$ cat config.mk
export PLATFORM = sky130hd
export DESIGN_NAME = dualDecodeTop
export DESIGN_NICKNAME = d
export VERILOG_FILES = /design/src/hw/isaPkg.sv /design/src/hw/wbPkg.sv /design/src/hw/rvDecoder.sv /design/src/hw/armDecoder.sv /design/src/hw/isaSelect.sv /design/src/hw/decodeStage.sv /design/src/hw/decodeCsr.sv /design/src/hw/dualDecodeTop.sv
export VERILOG_INCLUDE_DIRS = /design/src /design/src/hw
export SDC_FILE = /design/constraint.sdc
export NUM_CORES = 1
export LEC_CHECK = 0
export BUFFER_PORTS_ARGS = -buffer_cell sky130_fd_sc_hd__buf_4
export CAP_MARGIN = 0
export CORE_MARGIN = 1
export CORE_UTILIZATION = 52
export DETAILED_ROUTE_END_ITERATION = 8
export PLACE_DENSITY = 0.78
export SLEW_MARGIN = 40
export SYNTH_ARGS = -nofsm -noshare
export SYNTH_HDL_FRONTEND = slang
export SYNTH_SLANG_ARGS = --single-unit
$ cat constraint.sdc
create_clock -name clk -period 3.36 [get_ports clk]
set_input_delay 0.84 -clock clk [delete_from_list [all_inputs] [get_ports clk]]
set_output_delay 0.84 -clock clk [all_outputs]
set_load 0.03 [all_outputs]
$ cat src/hw/dualDecode_macros.svh
`ifndef DUAL_DECODE_MACROS_SVH
`define DUAL_DECODE_MACROS_SVH

`define DD_INSTR_W  32 // instruction word
`define DD_WB_ADR_W 2  // word address, four registers
`define DD_WB_DAT_W 32 // wishbone data bus
`define DD_CNT_W    16 // event counters, saturating

`endif

$ cat src/hw/isaPkg.sv
package isaPkg;

  // mode register encoding, also the status bit
  typedef enum logic {
    isaRv  = 1'b0,
    isaArm = 1'b1
  } isaModeT;

  // alu operation, arm codes are the low four entries
  typedef enum logic [3:0] {
    aluAdd = 4'b0000,
    aluSub = 4'b0001,
    aluAnd = 4'b0010,
    aluOr  = 4'b0011,
    aluXor = 4'b0100,
    aluSlt = 4'b0101, // slt and sltu
    aluLui = 4'b0110, // pass immediate
    aluSll = 4'b1000,
    aluSrl = 4'b1001,
    aluSra = 4'b1010
  } aluCtrlT;

  typedef enum logic [1:0] {
    memByte = 2'b00,
    memHalf = 2'b01,
    memWord = 2'b10
  } memSizeT;

  // arm reuses the low three codes for imm8, imm12 and imm24
  typedef enum logic [2:0] {
    immI = 3'b000,
    immS = 3'b001,
    immB = 3'b010,
    immJ = 3'b011,
    immU = 3'b111
  } immSrcT;

  typedef enum logic [1:0] {
    resAlu = 2'b00,
    resMem = 2'b01,
    resPc4 = 2'b10 // also pc relative with pcRes
  } resultSrcT;

endpackage

$ cat src/hw/wbPkg.sv
`include "dualDecode_macros.svh"

package wbPkg;

  // word addresses of the register block
  typedef enum logic [`DD_WB_ADR_W-1:0] {
    regCtrl   = 0,
    regStatus = 1,
    regDecCnt = 2,
    regIllCnt = 3
  } regAddrT;

  localparam int ctrlForceBit = 0; // force the selected isa
  localparam int ctrlModeBit  = 1; // isa used while forced

endpackage

$ cat src/hw/rvDecoder.sv
`include "dualDecode_macros.svh"

module rvDecoder (
  input  logic [`DD_INSTR_W-1:0] instr,
  output logic                   rvValid,
  output logic                   regWrite,
  output logic                   memWrite,
  output isaPkg::memSizeT        memSize,
  output logic                   memSigned,
  output isaPkg::aluCtrlT        aluControl,
  output logic                   branch,
  output logic                   aluSrc,
  output isaPkg::immSrcT         immSrc,
  output isaPkg::resultSrcT      resultSrc,
  output logic                   jump,
  output logic                   pcRes
);
  import isaPkg::*;

  logic [6:0] opcode;
  logic [2:0] funct3;
  logic       funct7b5;
  logic       rTypeSub;
  logic [1:0] aluOp; // 00 add, 01 sub, 10 by funct3, 11 lui

  assign opcode   = instr[6:0];
  assign funct3   = instr[14:12];
  assign funct7b5 = instr[30];
  assign rTypeSub = funct7b5 & opcode[5]; // immediate form has no sub

  // main decoder
  always_comb begin
    rvValid   = 1'b1;
    regWrite  = 1'b0;
    memWrite  = 1'b0;
    memSize   = memByte;
    memSigned = 1'b0;
    branch    = 1'b0;
    aluSrc    = 1'b0;
    immSrc    = immI;
    resultSrc = resAlu;
    jump      = 1'b0;
    pcRes     = 1'b0;
    aluOp     = 2'b00;
    case (opcode)
      7'b0000011: begin // lb lh lw lbu lhu
        regWrite  = 1'b1;
        aluSrc    = 1'b1;
        resultSrc = resMem;
        memSize   = memSizeT'(funct3[1:0]);
        memSigned = ~funct3[2] & ~funct3[1];
        rvValid   = (funct3[1:0] != 2'b11) & ~(funct3[2] & funct3[1]);
      end
      7'b0100011: begin // sb sh sw
        memWrite = 1'b1;
        aluSrc   = 1'b1;
        immSrc   = immS;
        memSize  = memSizeT'(funct3[1:0]);
        rvValid  = ~funct3[2] & (funct3[1:0] != 2'b11);
      end
      7'b0110011: begin // r-type
        regWrite = 1'b1;
        aluOp    = 2'b10;
      end
      7'b0010011: begin // i-type alu
        regWrite = 1'b1;
        aluSrc   = 1'b1;
        aluOp    = 2'b10;
      end
      7'b1100011: begin
        branch  = 1'b1;
        immSrc  = immB;
        aluOp   = 2'b01;
        rvValid = (funct3 == 3'b000); // beq only
      end
      7'b1101111: begin // jal
        regWrite  = 1'b1;
        immSrc    = immJ;
        resultSrc = resPc4;
        jump      = 1'b1;
      end
      7'b0110111: begin // lui
        regWrite = 1'b1;
        immSrc   = immU;
        aluSrc   = 1'b1;
        aluOp    = 2'b11;
      end
      7'b0010111: begin // auipc writes pc + imm
        regWrite  = 1'b1;
        immSrc    = immU;
        aluSrc    = 1'b1;
        resultSrc = resPc4;
        pcRes     = 1'b1;
      end
      default: rvValid = 1'b0;
    endcase
  end

  // alu decoder, every funct3 is covered
  always_comb begin
    case (aluOp)
      2'b00: aluControl = aluAdd;
      2'b01: aluControl = aluSub;
      2'b11: aluControl = aluLui;
      default: begin
        case (funct3)
          3'b000:         aluControl = rTypeSub ? aluSub : aluAdd;
          3'b001:         aluControl = aluSll;
          3'b010, 3'b011: aluControl = aluSlt;
          3'b100:         aluControl = aluXor;
          3'b101:         aluControl = funct7b5 ? aluSra : aluSrl;
          3'b110:         aluControl = aluOr;
          default:        aluControl = aluAnd;
        endcase
      end
    endcase
  end

endmodule

$ cat src/hw/armDecoder.sv
`include "dualDecode_macros.svh"

module armDecoder (
  input  logic [`DD_INSTR_W-1:0] instr,
  output logic                   armValid,
  output logic                   regWrite,
  output logic                   memWrite,
  output isaPkg::memSizeT        memSize,
  output logic                   memSigned,
  output isaPkg::aluCtrlT        aluControl,
  output logic                   branch,
  output logic                   aluSrc,
  output isaPkg::immSrcT         immSrc,
  output isaPkg::resultSrcT      resultSrc,
  output logic                   pcSrc,
  output logic [1:0]             flagWrite,
  output logic [1:0]             regSrc
);
  import isaPkg::*;

  logic [1:0] op;
  logic [5:0] funct; // I/opcode/S or I/P/U/B/W/L
  logic [3:0] rd;
  logic       aluOp;
  logic       mainValid;
  logic       aluValid;

  assign op    = instr[27:26];
  assign funct = instr[25:20];
  assign rd    = instr[15:12];

  always_comb begin
    mainValid = 1'b1;
    regWrite  = 1'b0;
    memWrite  = 1'b0;
    memSize   = memByte;
    branch    = 1'b0;
    aluSrc    = 1'b0;
    immSrc    = immI; // imm8 rotated
    resultSrc = resAlu;
    regSrc    = 2'b00;
    aluOp     = 1'b0;
    case (op)
      2'b00: begin // data processing
        regWrite = 1'b1;
        aluSrc   = funct[5];
        aluOp    = 1'b1;
      end
      2'b01: begin
        aluSrc    = 1'b1;
        immSrc    = immS; // imm12 offset
        memSize   = memWord;
        mainValid = ~funct[2]; // no byte transfers
        if (funct[0]) begin // ldr
          regWrite  = 1'b1;
          resultSrc = resMem;
        end else begin // str reads rd as data
          memWrite = 1'b1;
          regSrc   = 2'b10;
        end
      end
      2'b10: begin // b
        branch = 1'b1;
        aluSrc = 1'b1;
        immSrc = immB; // imm24
        regSrc = 2'b01;
      end
      default: mainValid = 1'b0;
    endcase
  end

  always_comb begin
    aluValid   = 1'b1;
    aluControl = aluAdd; // address add for memory and branch
    flagWrite  = 2'b00;
    if (aluOp) begin
      case (funct[4:1])
        4'b0100: aluControl = aluAdd;
        4'b0010: aluControl = aluSub;
        4'b0000: aluControl = aluAnd;
        4'b1100: aluControl = aluOr;
        default: aluValid = 1'b0;
      endcase
      flagWrite[1] = funct[0]; // n and z on any s bit
      flagWrite[0] = funct[0] & ((funct[4:1] == 4'b0100) | (funct[4:1] == 4'b0010));
    end
  end

  assign memSigned = 1'b0; // word loads only
  assign armValid  = mainValid & aluValid;
  assign pcSrc     = regWrite & (rd == 4'hf);

endmodule

$ cat src/hw/isaSelect.sv
module isaSelect (
  input  isaPkg::isaModeT   curMode,
  input  logic              forceEn,
  input  isaPkg::isaModeT   forceMode,
  input  logic              rvValid,
  input  logic              armValid,
  input  logic              rvRegWrite,
  input  logic              rvMemWrite,
  input  isaPkg::memSizeT   rvMemSize,
  input  logic              rvMemSigned,
  input  isaPkg::aluCtrlT   rvAluControl,
  input  logic              rvBranch,
  input  logic              rvAluSrc,
  input  isaPkg::immSrcT    rvImmSrc,
  input  isaPkg::resultSrcT rvResultSrc,
  input  logic              rvJump,
  input  logic              rvPcRes,
  input  logic              armRegWrite,
  input  logic              armMemWrite,
  input  isaPkg::memSizeT   armMemSize,
  input  logic              armMemSigned,
  input  isaPkg::aluCtrlT   armAluControl,
  input  logic              armBranch,
  input  logic              armAluSrc,
  input  isaPkg::immSrcT    armImmSrc,
  input  isaPkg::resultSrcT armResultSrc,
  input  logic              armPcSrc,
  input  logic [1:0]        armFlagWrite,
  input  logic [1:0]        armRegSrc,
  output isaPkg::isaModeT   nextMode,
  output logic              illegal,
  output logic              regWrite,
  output logic              memWrite,
  output isaPkg::memSizeT   memSize,
  output logic              memSigned,
  output isaPkg::aluCtrlT   aluControl,
  output logic              branch,
  output logic              aluSrc,
  output isaPkg::immSrcT    immSrc,
  output isaPkg::resultSrcT resultSrc,
  output logic              pcSrc,
  output logic [1:0]        flagWrite,
  output logic [1:0]        regSrc,
  output logic              jump,
  output logic              pcRes
);
  import isaPkg::*;

  // the selected isa is also the mode after retire
  always_comb begin
    if (forceEn) nextMode = forceMode;
    else if (rvValid ^ armValid) nextMode = armValid ? isaArm : isaRv;
    else nextMode = curMode; // ambiguous or unknown keeps mode
  end

  assign illegal = (nextMode == isaArm) ? ~armValid : ~rvValid;

  always_comb begin
    if (nextMode == isaArm) begin
      regWrite   = armRegWrite;
      memWrite   = armMemWrite;
      memSize    = armMemSize;
      memSigned  = armMemSigned;
      aluControl = armAluControl;
      branch     = armBranch;
      aluSrc     = armAluSrc;
      immSrc     = armImmSrc;
      resultSrc  = armResultSrc;
      pcSrc      = armPcSrc;
      flagWrite  = armFlagWrite;
      regSrc     = armRegSrc;
      jump       = 1'b0;
      pcRes      = 1'b0;
    end else begin
      regWrite   = rvRegWrite;
      memWrite   = rvMemWrite;
      memSize    = rvMemSize;
      memSigned  = rvMemSigned;
      aluControl = rvAluControl;
      branch     = rvBranch;
      aluSrc     = rvAluSrc;
      immSrc     = rvImmSrc;
      resultSrc  = rvResultSrc;
      pcSrc      = 1'b0;
      flagWrite  = 2'b00;
      regSrc     = 2'b00;
      jump       = rvJump;
      pcRes      = rvPcRes;
    end
    if (illegal) begin // no architectural side effects
      regWrite = 1'b0;
      memWrite = 1'b0;
      branch   = 1'b0;
      jump     = 1'b0;
      pcSrc    = 1'b0;
    end
  end

endmodule

$ cat src/hw/decodeStage.sv
`include "dualDecode_macros.svh"

module decodeStage (
  input  logic                   clk,
  input  logic                   reset,
  input  logic [`DD_INSTR_W-1:0] instr,
  input  logic                   instrValid,
  input  logic                   stall,
  input  logic                   flush,
  input  isaPkg::isaModeT        nextMode,
  output logic [`DD_INSTR_W-1:0] curInstr,
  output logic                   outValid,
  output isaPkg::isaModeT        curMode,
  output logic                   retire
);
  import isaPkg::*;

  // addi x0, x0, 0 is legal in both isas and keeps the rv mode
  localparam logic [`DD_INSTR_W-1:0] nopInstr = 32'h0000_0013;

  logic accept;

  assign accept = instrValid & ~stall & ~flush;
  assign retire = outValid & ~stall & ~flush; // flushed slot never retires

  always_ff @(posedge clk) begin
    if (reset) begin
      outValid <= 1'b0;
      curMode  <= isaRv;
      curInstr <= nopInstr;
    end else begin
      if (flush) begin
        outValid <= 1'b0;
      end else if (!stall) begin
        outValid <= instrValid;
      end
      if (accept) begin
        curInstr <= instr;
      end
      if (retire) begin
        curMode <= nextMode;
      end
    end
  end

endmodule

$ cat src/hw/decodeCsr.sv
`include "dualDecode_macros.svh"

module decodeCsr (
  input  logic                    clk,
  input  logic                    reset,
  input  logic                    cyc,
  input  logic                    stb,
  input  logic                    we,
  input  wbPkg::regAddrT          adr,
  input  logic [`DD_WB_DAT_W-1:0] datW,
  input  isaPkg::isaModeT         curMode,
  input  logic                    retire,
  input  logic                    illegal,
  output logic                    ack,
  output logic [`DD_WB_DAT_W-1:0] datR,
  output logic                    forceEn,
  output isaPkg::isaModeT         forceMode
);
  import isaPkg::*;
  import wbPkg::*;

  logic                    access;
  logic                    wrEn;
  logic [`DD_CNT_W-1:0]    decCnt;
  logic [`DD_CNT_W-1:0]    illCnt;
  logic [`DD_WB_DAT_W-1:0] rdMux;

  function automatic logic [`DD_CNT_W-1:0] satInc(input logic [`DD_CNT_W-1:0] cnt);
    return (cnt == '1) ? cnt : cnt + 1'b1; // stick at top value
  endfunction

  assign access = cyc & stb & ~ack; // one ack per request
  assign wrEn   = access & we;

  always_ff @(posedge clk) begin
    if (reset) begin
      ack       <= 1'b0;
      forceEn   <= 1'b0;
      forceMode <= isaRv;
      decCnt    <= '0;
      illCnt    <= '0;
    end else begin
      ack <= access;
      if (wrEn && adr == regCtrl) begin
        forceEn   <= datW[ctrlForceBit];
        forceMode <= isaModeT'(datW[ctrlModeBit]);
      end
      if (wrEn && adr == regDecCnt) decCnt <= '0;
      else if (retire) decCnt <= satInc(decCnt);
      if (wrEn && adr == regIllCnt) illCnt <= '0;
      else if (retire && illegal) illCnt <= satInc(illCnt);
    end
  end

  always_comb begin
    rdMux = '0;
    case (adr)
      regCtrl: begin
        rdMux[ctrlForceBit] = forceEn;
        rdMux[ctrlModeBit]  = forceMode;
      end
      regStatus: rdMux[0] = curMode;
      regDecCnt: rdMux = `DD_WB_DAT_W'(decCnt);
      default:   rdMux = `DD_WB_DAT_W'(illCnt);
    endcase
  end

  // captured with the request, held while ack is high
  always_ff @(posedge clk) begin
    if (access) datR <= rdMux;
  end

endmodule

$ cat src/hw/dualDecodeTop.sv
`include "dualDecode_macros.svh"

module dualDecodeTop (
  input  logic                    clk,
  input  logic                    reset,
  input  logic [`DD_INSTR_W-1:0]  instr,
  input  logic                    instrValid,
  input  logic                    stall,
  input  logic                    flush,
  input  logic                    cyc,
  input  logic                    stb,
  input  logic                    we,
  input  wbPkg::regAddrT          adr,
  input  logic [`DD_WB_DAT_W-1:0] datW,
  output logic                    ack,
  output logic [`DD_WB_DAT_W-1:0] datR,
  output logic                    outValid,
  output isaPkg::isaModeT         armMode,
  output logic                    illegal,
  output logic                    regWrite,
  output logic                    memWrite,
  output isaPkg::memSizeT         memSize,
  output logic                    memSigned,
  output isaPkg::aluCtrlT         aluControl,
  output logic                    branch,
  output logic                    aluSrc,
  output isaPkg::immSrcT          immSrc,
  output isaPkg::resultSrcT       resultSrc,
  output logic                    pcSrc,
  output logic [1:0]              flagWrite,
  output logic [1:0]              regSrc,
  output logic                    jump,
  output logic                    pcRes
);
  import isaPkg::*;

  logic [`DD_INSTR_W-1:0] curInstr;
  isaModeT                curMode, forceMode;
  logic                   retire, forceEn;
  logic                   rvValid, armValid;
  logic                   rvRegWrite, rvMemWrite, rvMemSigned, rvBranch, rvAluSrc;
  logic                   rvJump, rvPcRes;
  memSizeT                rvMemSize, armMemSize;
  aluCtrlT                rvAluControl, armAluControl;
  immSrcT                 rvImmSrc, armImmSrc;
  resultSrcT              rvResultSrc, armResultSrc;
  logic                   armRegWrite, armMemWrite, armMemSigned, armBranch, armAluSrc;
  logic                   armPcSrc;
  logic [1:0]             armFlagWrite, armRegSrc;

  // selected isa feeds the mode register and the armMode output
  decodeStage decodeStage_i (.*, .nextMode(armMode));

  rvDecoder rvDecoder_i (
    .instr(curInstr), .rvValid(rvValid),
    .regWrite(rvRegWrite), .memWrite(rvMemWrite),
    .memSize(rvMemSize), .memSigned(rvMemSigned),
    .aluControl(rvAluControl), .branch(rvBranch),
    .aluSrc(rvAluSrc), .immSrc(rvImmSrc),
    .resultSrc(rvResultSrc), .jump(rvJump), .pcRes(rvPcRes)
  );

  armDecoder armDecoder_i (
    .instr(curInstr), .armValid(armValid),
    .regWrite(armRegWrite), .memWrite(armMemWrite),
    .memSize(armMemSize), .memSigned(armMemSigned),
    .aluControl(armAluControl), .branch(armBranch),
    .aluSrc(armAluSrc), .immSrc(armImmSrc),
    .resultSrc(armResultSrc), .pcSrc(armPcSrc),
    .flagWrite(armFlagWrite), .regSrc(armRegSrc)
  );

  isaSelect isaSelect_i (.*, .nextMode(armMode));

  decodeCsr decodeCsr_i (.*);

endmodule

Yosys cells after proc, flatten, opt, wreduce, memory -nomap -nowiden
Cells that the tools add are included.
- output and inout bits: 59
- input bits: 74
- word-level logic and storage cells: 154
- register bits after elaboration: 100
- add/sub/neg operators: 2
- equal/unequal tests: 28
- mux-type cells: 61
- reductions and logical operators: 26
- bitwise logic cells: 28
- operators by type and width (cell ; count):
    two-way mux 1 bit ; 33
    adder 16 x 1 -> 16 bit (second input constant) ; 2
    equality test 16 bit (second input constant) ; 2
    one-hot mux 14 bit (2 select lines) ; 1
    one-hot mux 4 bit (6 select lines) ; 1
    OR reduction 2 bit ; 11
    equality test 7 x 6 -> 1 bit (second input constant) ; 3
    two-way mux 2 bit ; 10
    bitwise AND 1 bit ; 15
    equality test 7 x 5 -> 1 bit (second input constant) ; 2
    equality test 7 bit (second input constant) ; 2
    one-hot mux 2 bit (2 select lines) ; 3
    one-hot mux 2 bit (3 select lines) ; 2
    one-hot mux 3 bit (4 select lines) ; 1
    one-hot mux 4 bit (3 select lines) ; 1
    inverter 1 bit ; 11
    OR reduction 5 bit ; 2
    equality test 3 bit (second input constant) ; 3
    equality test 2 bit (second input constant) ; 4
    equality test 4 bit (second input constant) ; 2
    two-way mux 4 bit ; 2
    equality test 7 x 2 -> 1 bit (second input constant) ; 1
    equality test 2 x 1 -> 1 bit (second input constant) ; 3
    equality test 3 x 2 -> 1 bit (second input constant) ; 2
    other kinds (17) ; 26

Logic depth before layout (Yosys ltp)
- word-level depth: 11
- depth in mapped cells: 10
- depth with buffers taken out: 9

Hierarchy
From an unflattened synthesis, not the netlist that was laid out.
- cells, all modules: 561
- area total of the unflattened synthesis: 5185.0 sq um
- by module, submodules not included (module ; sequential area each (sq um) ; area each (sq um) ; cells each ; instances):
    decodeCsr ; 1181.1 ; 2656.3 ; 281 ; 1
    decodeStage ; 680.7 ; 1544.0 ; 148 ; 1
    rvDecoder ; 0.0 ; 361.6 ; 54 ; 1
    isaSelect ; 0.0 ; 347.8 ; 40 ; 1
    armDecoder ; 0.0 ; 275.3 ; 38 ; 1

Worst setup path after synthesis
No wires, ideal clock.
- path kind: register -> output
- start: register decodeStage_i.curInstr[12]
- end: output port memSigned
- buffers on the path: 1
- path slack: -0.363 ns
- stages on the path, launching flop included: 9
- required time: 2.520 ns
- arrival time: 2.883 ns
- path through: dfxtp_1 -> buf_6 -> or4b_4 -> a2111oi_4 -> nor4_1 -> o211a_4 -> nor2_8 -> inv_4 -> nor4_1
- word-level cells in the longest chain between the ends: 7
- elaborated cells between the ends (all ways): 9
- classes of those cells: eq/ne (1); mux (4); bitwise (3); reduce/logical (1)
- RTL lines (element ; line ; source):
    start, declared ; decodeStage.sv:11 ; output logic [`DD_INSTR_W-1:0] curInstr,
    start signal, assigned ; decodeStage.sv:30 ; curInstr <= nopInstr;
    start signal, assigned ; decodeStage.sv:38 ; curInstr <= instr;
    != test 2 bit ; rvDecoder.sv:52, rvDecoder.sv:59 ;
    bitwise AND 1 bit (on tied branches) ; rvDecoder.sv:59, rvDecoder.sv:52 ;
    one-hot mux 1 bit (4 select lines) (*) ; rvDecoder.sv:45 ; case (opcode)
    bitwise XOR 1 bit (*) ; isaSelect.sv:52 ; else if (rvValid ^ armValid) nextMode = armValid ? isaArm : isaRv;
    two-way mux 1 bit (*) ; isaSelect.sv:52 ;
    two-way mux 1 bit (*) ; isaSelect.sv:51 ; if (forceEn) nextMode = forceMode;
    two-way mux 1 bit (*) ; isaSelect.sv:59 ; if (nextMode == isaArm) begin
    end, declared ; dualDecodeTop.sv:23 ; output logic memSigned,
Mark *: on every way between the ends. The rest lies on a longest branch, timed or not.

Worst setup path in the final report
- start: register decodeStage_i.curInstr[12]
- end: output port branch
- word-level cells in the longest chain between the ends: 8
- elaborated cells between the ends (all ways): 12
- classes of those cells: eq/ne (1); mux (6); bitwise (4); reduce/logical (1)
- RTL lines (element ; line ; source):
    != test 2 bit ; rvDecoder.sv:52, rvDecoder.sv:59 ;
    bitwise AND 1 bit (on tied branches) ; rvDecoder.sv:59, rvDecoder.sv:52 ;
    one-hot mux 1 bit (4 select lines) (*) ; rvDecoder.sv:45 ;
    bitwise XOR 1 bit ; isaSelect.sv:52 ;
    two-way mux 1 bit ; isaSelect.sv:52 ;
    two-way mux 1 bit ; isaSelect.sv:51 ;
    two-way mux 1 bit (on tied branches) ; isaSelect.sv:59, isaSelect.sv:56 ;
    two-way mux 1 bit (*) ; isaSelect.sv:90 ; if (illegal) begin
    end, declared ; dualDecodeTop.sv:25 ; output logic branch,
Marks and branches as above.

==> out/qor.log <==
INFO  outcome        status=complete, but fails checks
INFO  global_route   global_router_s_overall_resource_usage=26.3%
INFO  pwr            power_per_cell_area=375nW/um^2
INFO  routing        ant_nets=0
INFO  job            maxCapViolations=0
INFO  global_route   grt.overflow.total=0
INFO  routing        first_pass_iters=6
INFO  synthesis      synth_cell_type_count=68
INFO  cells_and_area areaGrowthSynthToFinish=24.1%
INFO  clocking       clock_tree.htree_level_count=3
INFO  timing         max_slew_margin=63.3%
INFO  placement      hpwlAfterDp=7.47mm
INFO  routing        num_vias=4001
INFO  synthesis      yosysWarningCount=0
INFO  timing         timing.final.setup_violations=24
INFO  cells_and_area final_net_count=658
INFO  routing        drt_drc_violations_left=0
INFO  clocking       cts_tree=built
INFO  synthesis      synth-seq-cells=73
INFO  routing        avgRoutedWirePerCell=16.1um
INFO  timing         period_share=107%
INFO  cells_and_area drive_gt1_share=28.4%
INFO  critical_path  worst_path_dominant_cell_family=compound AO/OA/AOI/OAI gates
INFO  die            i_o_pin_cnt=133
INFO  critical_path  worstPathRequired=2.52ns
INFO  synthesis      synth_seq_area_share=37.9%
INFO  cells_and_area utilization=67.7%
INFO  critical_path  arrival=2.77ns
INFO  synthesis      syn-instance-count=498
INFO  routing        vias_per_cell=5.85
INFO  critical_path  timing.critical_path.buf_inv=5
INFO  clocking       cts_made_buffers=9
INFO  global_route   grt_max_degree=31
INFO  critical_path  timing.critical_path.from_type=flop
INFO  synthesis      yosysTopAreaCellShare=26.7%
INFO  timing         timing.final.ws_setup=-0.249ns
INFO  clocking       clockBufferDepth=2
INFO  timing         finalHoldViolCount=0
INFO  die            placement_rows=32
INFO  pwr            peakVddDrop=0.000242V
INFO  clocking       holdBufCountCts=0
INFO  critical_path  cp_cell_sequence=or4b_4, a2111oi_4, buf_4, buf_4, nor3_2, a211oi_4, buf_4, buf_4, a31o_1, buf_6
INFO  clocking       clk_transition_reported_paths=0.09ns
INFO  timing         clock.fmax=277MHz
INFO  global_route   antenna_found_initial=0
INFO  synthesis      yosys.area.top_type=dfxtp_1
INFO  global_route   grt_pass1_wl=17.7mm
INFO  synthesis      synth_common_cells=nand2_1 (72), dfxtp_1 (57), a21oi_1 (38)
INFO  timing         tns=-3.81ns
INFO  die            initial_utilization=54.5%
INFO  synthesis      syn_area_per_cell=8.59squm
INFO  timing         worstMarginPinSlew=0.548ns
INFO  synthesis      cell_area_after_synthesis=4280squm
INFO  critical_path  critical_path.endpoint_type=output port
INFO  clocking       cts.sink_count=73
INFO  critical_path  path_max_fanout=4
INFO  global_route   via_count_of_the_first_global_routing_pass=3806
INFO  die            placeableCoreArea=7850squm
INFO  routing        count_of_routing_violations_after_the_opening_detailed_route_iteration=269
INFO  synthesis      synthMostInstantiatedCell=nand2_1
INFO  critical_path  critical-path-slowest-cell=or4b_4
INFO  synthesis      synth.top_cells.by_area=dfxtp_1 (27%), edfxtp_1 (11%), nand2_1 (6.3%)
INFO  clocking       clkLatencyLatePin=0.36ns
INFO  routing        routed_wirelength=11.0mm
INFO  synthesis      yosys_most_used_dff=dfxtp_1
INFO  timing         clock_skew=0.0167ns
INFO  critical_path  timing.critical_path.mode_cell=buf_4
INFO  critical_path  slowest_stage_delay_on_critical_path=0.55ns
INFO  placement      numPortBuffers=74
INFO  worst_hold_path min_path_type=flop to flop
INFO  synthesis      synth_edf_count=16
INFO  clocking       root_buffer=clkbuf_8
INFO  placement      finalWeightedCongestion=0.866
INFO  die            die_w=92.7um
INFO  timing         final_report_max_slew_violation_count=0
INFO  pwr            static-leakage-power=2.00nW
INFO  die            floorplan.die_area=8600squm
INFO  timing         min_period=3.61ns
INFO  outcome        violations=negative setup slack
INFO  synthesis      postSynth.asyncResetShare=0%
INFO  cells_and_area diode_count=0
INFO  die            die_height=92.7um
INFO  timing         hold-worst-slack=0.449ns
INFO  critical_path  setup.worst_path.class=flop to output port
INFO  timing         rsz0062_at_grt=yes
## cell usage in the layout, fill, tap and decap left out, types with 12 or more instances in the layout
| master | n |
|---|---|
| nor2b_1 | 15 |
| nand3_1 | 14 |
| a21oi_1 | 37 |
| conb_1 | 16 |
| nor2_1 | 34 |
| nand2_1 | 72 |
| edfxtp_1 | 16 |
| nand4_1 | 14 |
| dfxtp_1 | 57 |
| nor3_1 | 12 |
| buf_4 | 83 |
| mux2i_1 | 21 |
## sequential cells by signal, summed over array words and instances, names as in the netlist
| register | count |
|---|---|
| decodeCsr_i.datR | 16 |
| decodeCsr_i.ack | 1 |
| decodeStage_i.outValid | 1 |
| decodeStage_i.curInstr | 20 |
| decodeCsr_i.illCnt | 16 |
| decodeCsr_i.forceMode | 1 |
| decodeCsr_i.decCnt | 16 |
| decodeCsr_i.forceEn | 1 |
| decodeStage_i.curMode | 1 |
## metal layers
| metal | share of wire, % | vias up | track usage (%) | wire, um |
|---|---|---|---|---|
| li1 | - | 1916 | - | - |
| met1 | 39 | 1864 | 29.6 | 4310 |
| met2 | 51 | 186 | 46.2 | 5590 |
| met3 | 6.4 | 35 | 6.49 | 706 |
| met4 | 3.5 | 0 | 12.9 | 380 |
| met5 | 0 | - | 0 | 0 |
## power breakdown
part / leakage, nW / switching, mW / internal [mW] / total, mW
combinational: 1.30 / 0.218 / 0.139 / 0.357
clock: 0.0979 / 0.363 / 0.348 / 0.711
sequential: 0.606 / 0.0130 / 0.912 / 0.925
## worst register-to-register path, delay by kind of cell (launching register included)
family / cells / cell delay, ns
buf+inv: 5 / 0.90
flops: 1 / 0.34
simple gates: 2 / 1.16
compound gates: 4 / 0.48
## cells by family after synthesis
family	synth area share [%]
simple gates	28.6
compound gates	14.3
flops	37.9
buf+inv	7.31
mux	6.75
xor+xnor	3.07
fa+ha+maj	2.05
other cells	0.0876
## final timing paths
| check | startpoint | end | slack, ns | cells past startpoint |
|---|---|---|---|---|
| worst max-delay path | decodeStage_i.curInstr[12] | branch | -0.25 | 10 |
| worst min register to register | decodeCsr_i.ack | decodeCsr_i.ack | 0.45 | 1 |
| worst max register to register | decodeStage_i.curInstr[13] | decodeCsr_i.illCnt[6] | 0.43 | 11 |
| worst min-delay path | decodeCsr_i.ack | decodeCsr_i.ack | 0.45 | 1 |
## repair_timing
action	CTS	global route
setup endpoints to repair	24	25
buffers inserted	7	1
resized for setup	25	9
pin swaps	4	3
cloned	2	0
## cell type report
class | count | area [sq um]
clock inverter | 7 | 76.3
clock buffer | 9 | 124
timing repair buffer | 94 | 747
inverter | 12 | 55.1
timing repair inverter | 1 | 6.26
multi-input combinational | 386 | 2550
tap | 102 | 128
fill | 635 | 2540
sequential | 73 | 1620
## per-stage QoR
| step | total power [mW] | instance area (sq um) | std cells | setup slack [ns] |
|---|---|---|---|---|
| 2_1_floorplan | 1.17 | 4350 | 513 | -0.224 |
| 3_3_place_gp | 1.25 | 4870 | 658 | 0.114 |
| 3_5_place_dp | 1.25 | 4870 | 658 | 0.0844 |
| 4_1_cts | 1.98 | 5260 | 683 | -0.221 |
| 5_1_grt | 2.06 | 5310 | 684 | -0.324 |
| 6_report | 1.99 | 5310 | 684 | -0.249 |
No activity file was read; power rests on OpenSTA's default activity.
